===== src/logic/ble_rx_pkg.sv =====
package ble_rx_pkg;

   // ****************************************
   // serial timing
   // ****************************************

   // 16x oversampling tick for 115200 baud from a 50 MHz clock
   localparam int BAUD_DIVISOR = 27;
   localparam int DIV_W        = 5;
   localparam int OVERSAMPLE   = 16;
   localparam int DATA_BITS    = 8;

   // counter widths inside the receiver
   localparam int TICK_W = $clog2(OVERSAMPLE);
   localparam int BIT_W  = $clog2(DATA_BITS);

   // ****************************************
   // line format
   // ****************************************

   localparam int NUM_CHARS = 8;

   typedef logic [7:0]             byte_t;
   typedef logic [NUM_CHARS*8-1:0] window_t;
   typedef logic [NUM_CHARS*4-1:0] value_t;

   localparam byte_t CHAR_CR   = 8'h0D;
   localparam byte_t CHAR_LF   = 8'h0A;
   localparam byte_t CHAR_ZERO = 8'h30;

endpackage


===== src/logic/ascii_hex_decode.sv =====
module ascii_hex_decode
   import ble_rx_pkg::*;
(
   input  logic    clk,
   input  logic    i_rst_n,
   input  logic    i_line_ready,
   input  window_t i_window,
   output logic    o_value_valid,
   output value_t  o_value
);

   value_t value_d;

   // anything that is not a hex digit reads as zero
   function automatic logic [3:0] hex_nibble(input byte_t c);
      logic [3:0] n;
      n = 4'h0;
      if (c >= "0" && c <= "9") begin
         n = 4'(c - CHAR_ZERO);
      end else if (c >= "a" && c <= "f") begin
         n = 4'(c - "a" + 8'd10);
      end else if (c >= "A" && c <= "F") begin
         n = 4'(c - "A" + 8'd10);
      end
      return n;
   endfunction

   // oldest character lands in the top nibble
   always_comb begin
      for (int i = 0; i < NUM_CHARS; i++) begin
         value_d[4*i +: 4] = hex_nibble(i_window[8*i +: 8]);
      end
   end

   always_ff @(posedge clk) begin
      if (!i_rst_n) begin
         o_value_valid <= 1'b0;
         o_value       <= '0;
      end else begin
         o_value_valid <= i_line_ready;
         if (i_line_ready) begin
            o_value <= value_d;
         end
      end
   end

   a_valid_follows_ready : assert property (
      @(posedge clk) disable iff (!i_rst_n)
      i_line_ready |=> o_value_valid
   );

endmodule


===== src/logic/ascii_line_buffer.sv =====
module ascii_line_buffer
   import ble_rx_pkg::*;
(
   input  logic    clk,
   input  logic    i_rst_n,
   input  logic    i_byte_done,
   input  byte_t   i_byte,
   output logic    o_line_ready,
   output window_t o_window
);

   window_t window_q;
   logic    is_cr;
   logic    is_lf;

   assign is_cr = (i_byte == CHAR_CR);
   assign is_lf = (i_byte == CHAR_LF);

   // ****************************************
   // character window
   // ****************************************

   // newest character sits in the low byte
   always_ff @(posedge clk) begin
      if (!i_rst_n) begin
         window_q <= {NUM_CHARS{CHAR_ZERO}};
      end else if (o_line_ready) begin
         // refill after release, short lines come out zero padded
         window_q <= {NUM_CHARS{CHAR_ZERO}};
      end else if (i_byte_done && !is_cr && !is_lf) begin
         window_q <= {window_q[(NUM_CHARS-1)*8-1:0], i_byte};
      end
   end

   // ****************************************
   // line release
   // ****************************************

   always_ff @(posedge clk) begin
      if (!i_rst_n) begin
         o_line_ready <= 1'b0;
      end else begin
         o_line_ready <= i_byte_done && is_cr;
      end
   end

   // held until the next carriage return
   always_ff @(posedge clk) begin
      if (i_byte_done && is_cr) begin
         o_window <= window_q;
      end
   end

endmodule


===== src/logic/baud_tick_gen.sv =====
module baud_tick_gen
   import ble_rx_pkg::*;
(
   input  logic clk,
   input  logic i_rst_n,
   output logic o_tick
);

   logic [DIV_W-1:0] div_cnt;

   // down counter, reload on zero
   always_ff @(posedge clk) begin
      if (!i_rst_n) begin
         div_cnt <= DIV_W'(BAUD_DIVISOR - 1);
      end else if (div_cnt == '0) begin
         div_cnt <= DIV_W'(BAUD_DIVISOR - 1);
      end else begin
         div_cnt <= div_cnt - 1'b1;
      end
   end

   assign o_tick = (div_cnt == '0);

   // ****************************************
   // checks
   // ****************************************

   // divisor above one keeps ticks apart
   a_tick_single_cycle : assert property (
      @(posedge clk) disable iff (!i_rst_n)
      o_tick |=> !o_tick
   );

endmodule


===== src/logic/ble_telemetry_rx.sv =====
module ble_telemetry_rx
   import ble_rx_pkg::*;
(
   input  logic   clk,
   input  logic   i_rst_n,
   input  logic   i_rx,
   output logic   o_value_valid,
   output value_t o_value,
   output logic   o_frame_err
);

   logic    tick;
   logic    byte_done;
   byte_t   rx_byte;
   logic    line_ready;
   window_t window;

   // ****************************************
   // serial front end
   // ****************************************

   baud_tick_gen u_baud_tick_gen (
      .clk     (clk),
      .i_rst_n (i_rst_n),
      .o_tick  (tick)
   );

   uart_byte_rx u_uart_byte_rx (
      .clk         (clk),
      .i_rst_n     (i_rst_n),
      .i_rx        (i_rx),
      .i_tick      (tick),
      .o_byte_done (byte_done),
      .o_byte      (rx_byte),
      .o_frame_err (o_frame_err)
   );

   // ****************************************
   // ascii line to value
   // ****************************************

   ascii_line_buffer u_ascii_line_buffer (
      .clk          (clk),
      .i_rst_n      (i_rst_n),
      .i_byte_done  (byte_done),
      .i_byte       (rx_byte),
      .o_line_ready (line_ready),
      .o_window     (window)
   );

   // value_valid lands two cycles after the CR byte
   ascii_hex_decode u_ascii_hex_decode (
      .clk           (clk),
      .i_rst_n       (i_rst_n),
      .i_line_ready  (line_ready),
      .i_window      (window),
      .o_value_valid (o_value_valid),
      .o_value       (o_value)
   );

endmodule


===== src/logic/uart_byte_rx.sv =====
module uart_byte_rx
   import ble_rx_pkg::*;
(
   input  logic  clk,
   input  logic  i_rst_n,
   input  logic  i_rx,
   input  logic  i_tick,
   output logic  o_byte_done,
   output byte_t o_byte,
   output logic  o_frame_err
);

   typedef enum logic [1:0] {
      ST_IDLE,
      ST_START,
      ST_DATA,
      ST_STOP
   } state_t;

   state_t            state;
   logic              rx_meta;
   logic              rx_sync;
   logic              rx_prev;
   logic [TICK_W-1:0] tick_cnt;
   logic [BIT_W-1:0]  bit_cnt;
   byte_t             shift_q;

   // ****************************************
   // input synchronizer
   // ****************************************

   // line idles high
   always_ff @(posedge clk) begin
      if (!i_rst_n) begin
         rx_meta <= 1'b1;
         rx_sync <= 1'b1;
         rx_prev <= 1'b1;
      end else begin
         rx_meta <= i_rx;
         rx_sync <= rx_meta;
         rx_prev <= rx_sync;
      end
   end

   // ****************************************
   // frame FSM
   // ****************************************

   always_ff @(posedge clk) begin
      if (!i_rst_n) begin
         state       <= ST_IDLE;
         tick_cnt    <= '0;
         bit_cnt     <= '0;
         o_byte_done <= 1'b0;
         o_frame_err <= 1'b0;
      end else begin
         o_byte_done <= 1'b0;
         o_frame_err <= 1'b0;
         case (state)
            ST_IDLE: begin
               // falling edge only, so a held-low line after a bad stop is ignored
               if (rx_prev && !rx_sync) begin
                  state    <= ST_START;
                  tick_cnt <= '0;
               end
            end
            ST_START: begin
               if (i_tick) begin
                  if (tick_cnt == TICK_W'(OVERSAMPLE / 2 - 1)) begin
                     // glitch if the start bit is gone at mid-bit
                     state    <= rx_sync ? ST_IDLE : ST_DATA;
                     tick_cnt <= '0;
                     bit_cnt  <= '0;
                  end else begin
                     tick_cnt <= tick_cnt + 1'b1;
                  end
               end
            end
            ST_DATA: begin
               if (i_tick) begin
                  if (tick_cnt == TICK_W'(OVERSAMPLE - 1)) begin
                     tick_cnt <= '0;
                     if (bit_cnt == BIT_W'(DATA_BITS - 1)) begin
                        state <= ST_STOP;
                     end else begin
                        bit_cnt <= bit_cnt + 1'b1;
                     end
                  end else begin
                     tick_cnt <= tick_cnt + 1'b1;
                  end
               end
            end
            ST_STOP: begin
               if (i_tick) begin
                  if (tick_cnt == TICK_W'(OVERSAMPLE - 1)) begin
                     state       <= ST_IDLE;
                     tick_cnt    <= '0;
                     o_byte_done <= rx_sync;
                     o_frame_err <= !rx_sync;
                  end else begin
                     tick_cnt <= tick_cnt + 1'b1;
                  end
               end
            end
            default: state <= ST_IDLE;
         endcase
      end
   end

   // data bits arrive lsb first
   always_ff @(posedge clk) begin
      if (state == ST_DATA && i_tick && tick_cnt == TICK_W'(OVERSAMPLE - 1)) begin
         shift_q <= {rx_sync, shift_q[7:1]};
      end
      if (state == ST_STOP && i_tick && tick_cnt == TICK_W'(OVERSAMPLE - 1) && rx_sync) begin
         o_byte <= shift_q;
      end
   end

   a_done_err_exclusive : assert property (
      @(posedge clk) disable iff (!i_rst_n)
      !(o_byte_done && o_frame_err)
   );

endmodule


===== config.mk =====
export PLATFORM = sky130hd
export DESIGN_NAME = ble_telemetry_rx
export DESIGN_NICKNAME = d
export VERILOG_FILES = /design/src/logic/ble_rx_pkg.sv /design/src/logic/ascii_hex_decode.sv /design/src/logic/ascii_line_buffer.sv /design/src/logic/baud_tick_gen.sv /design/src/logic/ble_telemetry_rx.sv /design/src/logic/uart_byte_rx.sv
export SDC_FILE = /design/constraint.sdc
export NUM_CORES = 1
export LEC_CHECK = 0
export ABC_AREA = 1
export BUFFER_PORTS_ARGS = -buffer_cell sky130_fd_sc_hd__buf_2
export CAP_MARGIN = 20
export CELL_PAD_IN_SITES_DETAIL_PLACEMENT = 1
export CELL_PAD_IN_SITES_GLOBAL_PLACEMENT = 1
export CORE_ASPECT_RATIO = 0.75
export CORE_UTILIZATION = 34
export DETAILED_ROUTE_END_ITERATION = 8
export GPL_TIMING_DRIVEN = 0
export PLACE_DENSITY_LB_ADDON = 0.1
export REMOVE_ABC_BUFFERS = 1
export SYNTH_ARGS = -nofsm -noshare
export SYNTH_HDL_FRONTEND = slang
export SYNTH_SLANG_ARGS = --single-unit

===== constraint.sdc =====
create_clock -name clk -period 6.2 [get_ports clk]
set_input_delay 0 -clock clk [delete_from_list [all_inputs] [get_ports clk]]
set_output_delay 0 -clock clk [all_outputs]
set_load 0.01 [all_outputs]

### After elaboration in Yosys (flattened, before gate mapping)

Cells that the tools add are included.

| word-level totals | value |
|---|---|
| word-level logic and storage cells | 218 |
| flip-flop bits (word level) | 197 |
| input port bits | 3 |

| operators by class | value |
|---|---|
| $add $sub $neg | 43 |
| magnitude comparators | 48 |
| muxes and demuxes | 46 |
| bitwise logic cells | 1 |
| equality and inequality tests | 18 |
| reduce and logical (&&, ||, !) cells | 46 |

Operators by type and width:

| cell | count |
|---|---|
| 8-bit by 7-bit greater-or-equal comparator with 1-bit output, second input constant | 16 |
| 8-bit by 7-bit <= comparator with 1-bit output, second input constant | 16 |
| 4-bit 2-to-1 mux | 29 |
| 4-bit by 1-bit subtractor with 4-bit output, second input constant | 24 |
| 4-bit adder, second input constant | 16 |
| 8-bit by 6-bit greater-or-equal comparator with 1-bit output, second input constant | 8 |
| 8-bit by 6-bit <= comparator with 1-bit output, second input constant | 8 |
| 1-bit logical AND | 33 |
| 2-bit 2-to-1 mux | 9 |
| 2-bit by 1-bit != test with 1-bit output, second input constant | 9 |
| 8-bit by 4-bit == test with 1-bit output, second input constant | 2 |
| 3-bit 2-to-1 mux | 5 |
| 4-bit case mux with 3 select lines | 1 |
| 2-bit case mux with 4 select lines | 1 |
| 8-bit AND reduction | 1 |
| 3-bit case mux with 2 select lines | 1 |
| 6-bit AND reduction | 1 |
| 2-bit OR reduction | 3 |
| 5-bit logical NOT | 1 |
| 5-bit by 1-bit subtractor with 5-bit output, second input constant | 1 |
| 4-bit by 1-bit adder with 4-bit output, second input constant | 1 |
| 2-bit == test, second input constant | 2 |
| 4-bit by 3-bit == test with 1-bit output, second input constant | 1 |
| 4-bit == test, second input constant | 1 |
| other kinds (10) | 12 |

### Logic depth before layout (Yosys ltp)

Gate-level depths: netlist of the first run.

| depth | value |
|---|---|
| depth in word-level cells | 5 |
| mapped depth | 11 |

### Hierarchy

Synthesis of the first run repeated with hierarchy kept, for this count alone.

| second synthesis, totals | value |
|---|---|
| cell total of the unflattened synthesis | 1078 |
| area total of the unflattened synthesis | 8989.9 um2 |

By module, submodules not included:

| module | times used | area an instance (um2) | cells each |
|---|---|---|---|
| ascii_line_buffer | 1 | 5014.8 | 523 |
| ascii_hex_decode | 1 | 2537.4 | 406 |
| uart_byte_rx | 1 | 1203.7 | 119 |
| baud_tick_gen | 1 | 234.0 | 30 |

### Worst setup path after synthesis of the first run

Ideal clock, no wire load.

| timing | value |
|---|---|
| kind | register -> register |
| start point | register u_uart_byte_rx.o_byte[1] |
| end point | register u_ascii_line_buffer.o_window[0] (enable) |
| arrival time | 3.688 ns |
| stages on the path, launching flop included | 6 |
| setup slack | 2.026 ns |
| library setup time | 0.486 ns |
| cell sequence | edfxtp_1 nor3_2 nand2_2 buf_4 buf_2 nor2_1 |

| on the way | value |
|---|---|
| word-level cells in the longest chain between the ends | 2 |

RTL lines:

| element | RTL line | RTL |
|---|---|---|
| from (decl) | uart_byte_rx.sv:9 | `output byte_t o_byte,` |
| from (signal assigned) | uart_byte_rx.sv:116 | `o_byte <= shift_q;` |
| 8-bit by 4-bit == test with 1-bit output | ascii_line_buffer.sv:16 | `assign is_cr = (i_byte == CHAR_CR);` |
| 1-bit logical AND | ascii_line_buffer.sv:49 | `if (i_byte_done && is_cr) begin` |
| to (signal assigned) | ascii_line_buffer.sv:50 | `o_window <= window_q;` |
| to (decl) | ascii_line_buffer.sv:9 | `output window_t o_window` |

Every way passes these cells.
A chain may end at the register's enable or synchronous reset.

### Worst setup path in the final report of the first run

| timing | value |
|---|---|
| start point | register u_uart_byte_rx.o_byte[4] |
| end point | register u_ascii_line_buffer.o_window[25] (enable) |

Same word-level chain as after synthesis.

==> results of run 1 <==
==> sequential cells by signal (all words and copies together) (netlist names), named ones only <==
signal	count
u_uart_byte_rx.rx_meta	1
u_uart_byte_rx.shift_q	8
u_uart_byte_rx.bit_cnt	3
u_uart_byte_rx.state	1
u_ascii_line_buffer.window_q	64
u_ascii_hex_decode.o_value	32
u_baud_tick_gen.div_cnt	5
u_uart_byte_rx.o_frame_err	1
u_ascii_line_buffer.o_line_ready	1
u_uart_byte_rx.o_byte_done	1
u_ascii_hex_decode.o_value_valid	1
u_uart_byte_rx.tick_cnt	4
u_uart_byte_rx.rx_prev	1
u_uart_byte_rx.o_byte	8
u_ascii_line_buffer.o_window	64
u_uart_byte_rx.rx_sync	1
==> cell usage after synthesis (all sizes together) <==
library cell and number:
inv 73, clkbuf 4, nand2 252, and2 1, nand3 59, edfxtp 80
buf 35, nand4 66, o22ai 1, or2 8, nand3b 5, nor3 15
a21oi 66, nor4 1, a211oi 1, xor2 8, ha 35, nor2 39
clkinv 1, o21ai 40, dfxtp 117
==> what timing repair did <==
item                      CTS  global route
hold buffers                2             0
buffers inserted            0             0
hold endpoints to repair    8             0
==> routing by layer <==
metal	wire length (um)	vias to the layer above
li1	-	3113
met2	7940	57
met3	458	12
met1	10300	2896
met4	175	0
met5	0	-
==> final cells by class <==
type / count / area [um2] / share of cell area
tap: 331 / 414 / 0.0436
clock inverter: 14 / 166 / 0.0175
multi-input combinational: 597 / 3130 / 0.330
timing repair buffer: 44 / 328 / 0.0345
clock buffer: 18 / 429 / 0.0452
sequential: 197 / 4750 / 0.500
inverter: 74 / 278 / 0.0293
==> stage by stage <==
step,std cells,utilization,setup WS (ps)
3_5_place_dp,1241,0.369,3610
5_1_grt,1275,0.395,3440
6_report,1275,0.395,3630
3_3_place_gp,1235,0.363,-986
4_1_cts,1275,0.395,3590
2_1_floorplan,868,-,1510
==> cells by family after synthesis <==
group,Yosys count,share of synthesized area
buf+inv,113,0.0603
simple gates,446,0.244
flops,197,0.568
fa+ha+maj,35,0.0524
compound gates,108,0.0671
xor+xnor,8,0.00838
==> worst paths after layout <==
check                                        start                                         end  slack (ps)  cells past startpoint
max             u_uart_byte_rx.o_byte[4]$_DFFE_PP_  u_ascii_line_buffer.o_window[25]$_DFFE_PP_        3630                      6
min                                           i_rx           u_uart_byte_rx.rx_meta$_SDFF_PN1_         280                      3
max reg2reg     u_uart_byte_rx.o_byte[4]$_DFFE_PP_  u_ascii_line_buffer.o_window[25]$_DFFE_PP_        3630                      6
min reg2reg  u_baud_tick_gen.div_cnt[0]$_SDFF_PP0_       u_baud_tick_gen.div_cnt[0]$_SDFF_PP0_         410                      1
==> worst reg2reg max path, stage by stage, from the launching register on <==
cell	delay, ps
edfxtp_1	420
nor2_1	140
and2_4	160
nand2_2	390
nor2_4	700
buf_12	280
buf_16	190
==> power by group <==
group | total, uW | leakage (uW) | switching [uW] | internal, uW
Clock | 1130 | 0.000294 | 523 | 609
Combinational | 66.6 | 0.00184 | 47.8 | 18.7
Sequential | 1350 | 0.00167 | 8.32 | 1340
Total | 2550 | 0.00381 | 579 | 1970
==> layout by cell type (no fill, tap or decap), types with 2 or more instances in the layout <==
master and count:
inv_8 2, edfxtp_1 80, nand2_2 5, dlygate4sd3_1 2, dfxtp_1 116, or2_2 8, buf_2 36, inv_1 67
nor2_2 4, a21oi_1 65, buf_12 5, nand3b_1 5, clkinv_4 5, nor3_1 13, nand4_1 65, ha_1 35
nand2_1 247, bufinv_16 2, inv_2 6, nor2_1 32, nor2_4 3, o21ai_0 40, inv_6 4, clkbuf_16 17
xor2_1 8, nor3_2 2, nand3_1 57
==> results.toml, run 1 <==
[sta]
setup_tns_ps = 0
tightest_slew_ps = 932
layout_min_cycle_time_ps = 2570
finalHoldViolCount = 0
fmax_mhz = 389
finalCritPeriodShare = 0.414
setup_viol = 0
slew_viol_final = 0
rsz0062_at_grt = "no"
slew_headroom = 0.374
clock_skew_ps = 15.5
holdWs_ps = 282

[route]
wl_per_cell_um = 14.8
drt.antenna.violating_nets = 0
first_pass_iters = 6
dr.first_iter.drc_count = 280
vias = 6078
vias_per_cell = 4.77
drc = 0
wl_um = 18900

[floorplan]
initial_core_util = 0.348
core_area_um2 = 24000
die_h_um = 138
rows = 49
ios = 37
die_area_um2 = 25200
fp.dieW_um = 183

[power]
fin_total_pwr_uw = 2550
p_leak_uw = 0.00381
ir_worst_vdd_v = 0.000188
power_density_nw_per_um2 = 269

[setup_path]
endpoint_kind = "flip-flop"
critical_path.slowest_cell = "nor2_4"
slowest_delay_ps = 700
crit_arrival_ps = 2710
crit_family = "simple AND/OR/NAND/NOR gates"
critical_path_required_ps = 6340
cp_cell_sequence = "nor2_1, and2_4, nand2_2, nor2_4, buf_12, buf_16"
cp-start-kind = "flip-flop"
cp_num_buf_inv = 2
cp_max_fo = 26
path_class = "reg -> reg"

[placement]
place_congestion = 0.746
dp_hpwl_um = 12400
place_area_um2 = 8880
numPortBuffers = 36

[final_layout]
antenna_cells = 0
area_growth_pct = 13.6
drive_gt1_frac = 0.115
layout.cell_area.non_filler_um2 = 9490
final_nets = 969
nFillCells = 2841

[cts]
clockBufferDepth = 2
cts_buffers = 17
clockRootBuffer = "clkbuf_16"
worstSkewPairLatency_ps = 440
clock_sinks = 197
cts_resized = 0
cts_tree = "done"
path_clk_slew_ps = 70
htreeDepth = 4

[synthesis]
yosysUniqueCellTypes = 31
ys_warn_count = 0
synth_top_area_share = 0.287
yosys-top-cells-area = "edfxtp_1 (29%), dfxtp_1 (28%), nand2_1 (11%), ha_1 (5.2%), nand4_1 (4.9%)"
avgSynthCellArea_um2 = 9.21
synth_seq_cells = 197
syn_area_um2 = 8360
yosysTopAreaCell = "edfxtp_1"
seq_area_frac_synth = 0.568
syn_inst = 907

[min_path]
hold_path.class = "in -> reg"

[global_routing]
overflow = 0
grt_util_met1 = 0.232
use_met3 = 0.0346
met2_usage = 0.235
track_usage = 0.159
grt_pass1_wl_um = 31500
grt_pass1_vias = 5969
grt_max_degree = 65
antenna_found_initial = 0
busiest_layer = "met2"

[job]
max-cap-violations = 0

[run_status]
outcome = "finished clean"
Note: power is estimated with default switching activity, not from simulation.
==> inputs of run 2 (changes only) <==
clock period = 2.6 ns   (was 6.2 ns; I/O delays follow)
==> run 2 against run 1 <==
Effect of this change: final area rose by 0.12%; clock power rose by 140%; die area did not move; core utilization barely moved; setup slack got worse by 3400 ps; hold slack got worse by 2.6 ps; sequential power rose by 140%; combinational power rose by 140%; total power rose by 140%; largest cell class unchanged.
==> results.toml, run 2 (same netlist as run 1, synthesis figures left out) <==
[global_routing]
grt_util_met1 = 0.233
met2_usage = 0.238
grt_max_degree = 65
grt_pass1_wl_um = 31600
use_met3 = 0.0346
track_usage = 0.160
busiest_layer = "met2"
grt_pass1_vias = 5987
overflow = 0
antenna_found_initial = 0

[cts]
cts_buffers = 17
post_cts_buffers = 0
cts_tree = "done"
clockBufferDepth = 2
clockRootBuffer = "clkbuf_16"
clock_sinks = 197
htreeDepth = 4
worstSkewPairLatency_ps = 440
path_clk_slew_ps = 80

[floorplan]
core_area_um2 = 24000
rows = 49
initial_core_util = 0.348
die_h_um = 138
die_area_um2 = 25200
ios = 37
fp.dieW_um = 183

[setup_path]
cp_cell_sequence = "nand2_1, nor3_2, nand2_2, nand3_4, nand2_1, a21oi_1"
cp_num_buf_inv = 0
crit_arrival_ps = 2630
cp-start-kind = "flip-flop"
crit_family = "simple AND/OR/NAND/NOR gates"
timing.critical_path.mode_cell = "nand2_1"
cp_max_fo = 64
critical_path_required_ps = 2870
endpoint_kind = "flip-flop"
path_class = "reg -> reg"
slowest_delay_ps = 750
critical_path.slowest_cell = "nand3_4"

[route]
vias_per_cell = 4.77
dr.first_iter.drc_count = 272
wl_um = 19000
drc = 0
vias = 6084
first_pass_iters = 4
drt.antenna.violating_nets = 0
wl_per_cell_um = 14.9

[run_status]
outcome = "finished clean"

[final_layout]
drive_gt1_frac = 0.116
final_common_cell = "nand2_1"
final_cell_mix = "nand2_1 (247), dfxtp_1 (116), edfxtp_1 (80)"
area_growth_pct = 13.7
reg_top3 = "u_ascii_line_buffer.o_window x64, u_ascii_line_buffer.window_q x64, u_ascii_hex_decode.o_value x32"
nFillCells = 2841
antenna_cells = 0
utilization = 0.395
final_nets = 970

[min_path]
hold_path.class = "in -> reg"

[power]
ir_worst_vdd_v = 0.000445
p_leak_uw = 0.00382
power_density_nw_per_um2 = 639

[sta]
clock_skew_ps = 15.6
tightest_slew_ps = 946
rsz0062_at_grt = "no"
setup_viol = 0
fmax_mhz = 423
finalCritPeriodShare = 0.909
setup_tns_ps = 0
slew_viol_final = 0
layout_min_cycle_time_ps = 2360
slew_headroom = 0.364
finalHoldViolCount = 0

[placement]
dp_hpwl_um = 12400
numPortBuffers = 36
place_congestion = 0.746

[job]
max-cap-violations = 0
==> run 2: cell types whose count changed in the layout (fill, tap and decap cells not counted) <==
cell | previous run | this run
nor2_2 | 4 | 5
nand2_4 | 0 | 1
nand2_2 | 5 | 4
==> run 2: power breakdown <==
group          switching (uW)  internal [uW]  leakage, uW  total (uW)
Sequential               19.5           3200      0.00167        3220
Clock                    1240           1450     0.000294        2700
Combinational             115           44.7      0.00186         160
Total                    1380           4700      0.00382        6080
==> run 2: per-layer routing <==
metal | up-vias | wire length (um) | part of all wire
li1 | 3117 | - | -
met1 | 2898 | 10300 | 0.54
met2 | 59 | 8050 | 0.42
met3 | 10 | 470 | 0.025
met4 | 0 | 157 | 0.0083
met5 | - | 0 | 0
==> run 2: cell type report <==
class                   count  area, um2  share of cell area
inverters                  74        278              0.0292
flip-flops and latches    197       4750               0.499
multi-input cells         598       3140               0.331
repair buffers             44        328              0.0345
clock inverters            14        166              0.0175
well taps                 331        414              0.0436
clock buffers              18        429              0.0452
==> run 2: worst register-to-register path, delay by kind of cell (launching register included) <==
family | cells | cell delay (ps)
compound gates | 1 | 90
flops | 1 | 440
simple gates | 5 | 1680
==> run 2: per-stage QoR <==
stage | power (uW) | std cells | hold WS [ps] | worst slack, ps | area [um2]
global placement | 3450 | 1235 | 189 | -4590 | 8720
CTS | 6170 | 1276 | 257 | 180 | 9500
detailed placement | 3450 | 1241 | 189 | 5.52 | 8880
global route | 6310 | 1276 | 298 | 3.95 | 9500
finish | 6080 | 1276 | 280 | 236 | 9500
floorplan | 3400 | 868 | 107 | -2090 | 8130
==> run 2: what timing repair did <==
action | CTS | global route
pin swaps | 1 | 0
hold buffers | 2 | 0
gates resized for setup | 0 | 1
setup endpoints to repair | 16 | 4
cloned | 1 | 0
endpoints found under the hold margin | 8 | 0
==> run 2: final timing paths <==
check | start | to | slack (ps) | cells past startpoint
worst min-delay path | i_rx | u_uart_byte_rx.rx_meta$_SDFF_PN1_ | 280 | 3
worst min register to register | u_baud_tick_gen.div_cnt[0]$_SDFF_PP0_ | u_baud_tick_gen.div_cnt[0]$_SDFF_PP0_ | 410 | 1
worst max-delay path | u_uart_byte_rx.o_byte[1]$_DFFE_PP_ | u_ascii_line_buffer.window_q[51]$_SDFFE_PP0P_ | 240 | 6
worst max register to register | u_uart_byte_rx.o_byte[1]$_DFFE_PP_ | u_ascii_line_buffer.window_q[51]$_SDFFE_PP0P_ | 240 | 6
==> inputs of run 3 (changes only) <==
--- a/config.mk
+++ b/config.mk
@@ -17,4 +17,5 @@
 export PLACE_DENSITY_LB_ADDON = 0.1
 export REMOVE_ABC_BUFFERS = 1
+export SLEW_MARGIN = 20
 export SYNTH_ARGS = -nofsm -noshare
 export SYNTH_HDL_FRONTEND = slang
==> constraint.sdc (replaced) <==
create_clock -name clk -period 2.6 [get_ports clk]
set_input_delay 0 -clock clk [delete_from_list [all_inputs] [get_ports clk]]
set_output_delay 0 -clock clk [all_outputs]
set_load 0.02 [all_outputs]
==> run 3 against run 2 <==
Effect of this change: setup slack worse by 5.9 ps; clock power grew 2%; combinational power about the same; non-clock buffer count is 1 higher; register-to-register slack about the same; core utilization grew 0.094 points; die area is the same; clock skew decreased by 1.2 ps; first-iteration DRC count is 34% higher; clock-buffer cell count grew 4.
==> results.toml, run 3 (same netlist as run 1, synthesis figures left out) <==
[route]
drt.antenna.violating_nets = 0
first_pass_iters = 4
vias = 6082
vias_per_cell = 4.76
wl_per_cell_um = 14.9
wl_um = 19100
drc = 0
dr.first_iter.drc_count = 364

[floorplan]
ios = 37
die_area_um2 = 25200
initial_core_util = 0.348
fp.dieW_um = 183
die_h_um = 138
rows = 49
core_area_um2 = 24000

[sta]
holdWs_ps = 282
rsz0062_at_grt = "no"
slew_viol_final = 0
clock_skew_ps = 14.4
tightest_slew_ps = 928
finalHoldViolCount = 0
setup_tns_ps = 0
slew_headroom = 0.381
fmax_mhz = 422
setup_ws_ps = 230
finalCritPeriodShare = 0.911
layout_min_cycle_time_ps = 2370
setup_viol = 0

[cts]
cts_buffers = 17
clock_sinks = 197
cts_tree = "done"
cts_resized = 0
worstSkewPairLatency_ps = 430
clockRootBuffer = "clkbuf_16"
path_clk_slew_ps = 80
clockBufferDepth = 2
htreeDepth = 4

[final_layout]
nFillCells = 2826
area_growth_pct = 14.0
stdcell_count = 1277
reg_top3 = "u_ascii_line_buffer.o_window x64, u_ascii_line_buffer.window_q x64, u_ascii_hex_decode.o_value x32"
final_nets = 971
final_cell_mix = "nand2_1 (247), dfxtp_1 (116), edfxtp_1 (80)"
antenna_cells = 0
final_common_cell = "nand2_1"
drive_gt1_frac = 0.113

[power]
power_density_nw_per_um2 = 645
p_sw_uw = 1310
p_seq_frac = 0.525
p_leak_uw = 0.00384
fin_total_pwr_uw = 6140
internal_power_uw = 4830
p_sw_frac = 0.214
ir_worst_vdd_v = 0.000454
p_comb_frac = 0.026
clkPwrFrac = 0.450

[global_routing]
track_usage = 0.160
grt_pass1_vias = 5869
grt_pass1_wl_um = 31400
grt_max_degree = 68
antenna_found_initial = 0
overflow = 0

[run_status]
outcome = "finished clean"

[placement]
place_congestion = 0.746
dp_cells = 1241
dp_hpwl_um = 12100
numPortBuffers = 36
pre_cts_ws_ps = -192

[setup_path]
cp_max_fo = 67
cp-start-kind = "flip-flop"
crit_arrival_ps = 2440
path_class = "reg -> reg"
endpoint_kind = "flip-flop"
critical_path_required_ps = 2670

[job]
max-cap-violations = 0

[min_path]
hold_path.class = "in -> reg"
-- run 3: cell types whose count changed in the layout (fill, tap and decap cells not counted), moves of 2 or more --
cell | previous run | this run
inv_6 | 4 | 2
clkinv_4 | 5 | 3
clkbuf_1 | 1 | 4
buf_12 | 5 | 3
inv_8 | 2 | 0
-- run 3: repair_timing --
item | 4_1_cts | 5_1_grt
pin swaps | 1 | 1
endpoints found under the setup margin | 44 | 22
hold buffers | 2 | 0
buffers inserted | 0 | 1
hold endpoints to repair | 8 | 0
cloned | 1 | 0
-- run 3: layer usage --
metal  global-route usage  routed length (um)  up-vias
li1                     -                   -     3112
met1                0.234               10200     2890
met2                0.237                8060       67
met3               0.0328                 612       13
met4               0.0444                 177        0
met5                    0                   0        -
-- run 3: power by group through the flow --
stage / Clock [uW] / Combinational, uW / Sequential, uW
floorplan: 0 / 114 / 3290
global placement: 0 / 156 / 3290
detailed placement: 0 / 159 / 3290
CTS: 2850 / 162 / 3220
global route: 2970 / 182 / 3220
finish: 2760 / 159 / 3220
-- run 3: path summary, 6_finish.rpt --
kind | cells past startpoint | slack (ps) | start | endpoint
max | 3 | 230 | u_uart_byte_rx.o_byte[1]$_DFFE_PP_ | u_ascii_line_buffer.o_window[63]$_DFFE_PP_
min | 3 | 280 | i_rx | u_uart_byte_rx.rx_meta$_SDFF_PN1_
max reg2reg | 3 | 230 | u_uart_byte_rx.o_byte[1]$_DFFE_PP_ | u_ascii_line_buffer.o_window[63]$_DFFE_PP_
min reg2reg | 1 | 410 | u_baud_tick_gen.div_cnt[0]$_SDFF_PP0_ | u_baud_tick_gen.div_cnt[0]$_SDFF_PP0_
-- run 3: critical path, stage by stage, from the launching register on --
cell,delay (ps)
edfxtp_1,430
nor3_2,280
nand2_4,500
nor2_2,770
-- run 3: through the flow --
step,cell area (um2),util
floorplan,8130,-
global placement,8720,0.363
CTS,9520,0.396
finish,9530,0.396
detailed placement,8880,0.370
global route,9530,0.396
-- run 3: area by class of cell --
| cell class | count | area (um2) | share of cell area |
|---|---|---|---|
| flip-flops and latches | 197 | 4750 | 0.498 |
| multi-input cells | 598 | 3150 | 0.330 |
| clock buffers | 22 | 465 | 0.0489 |
| well taps | 331 | 414 | 0.0435 |
| repair buffers | 45 | 328 | 0.0344 |
| inverters | 74 | 278 | 0.0292 |
| clock inverters | 10 | 145 | 0.0152 |
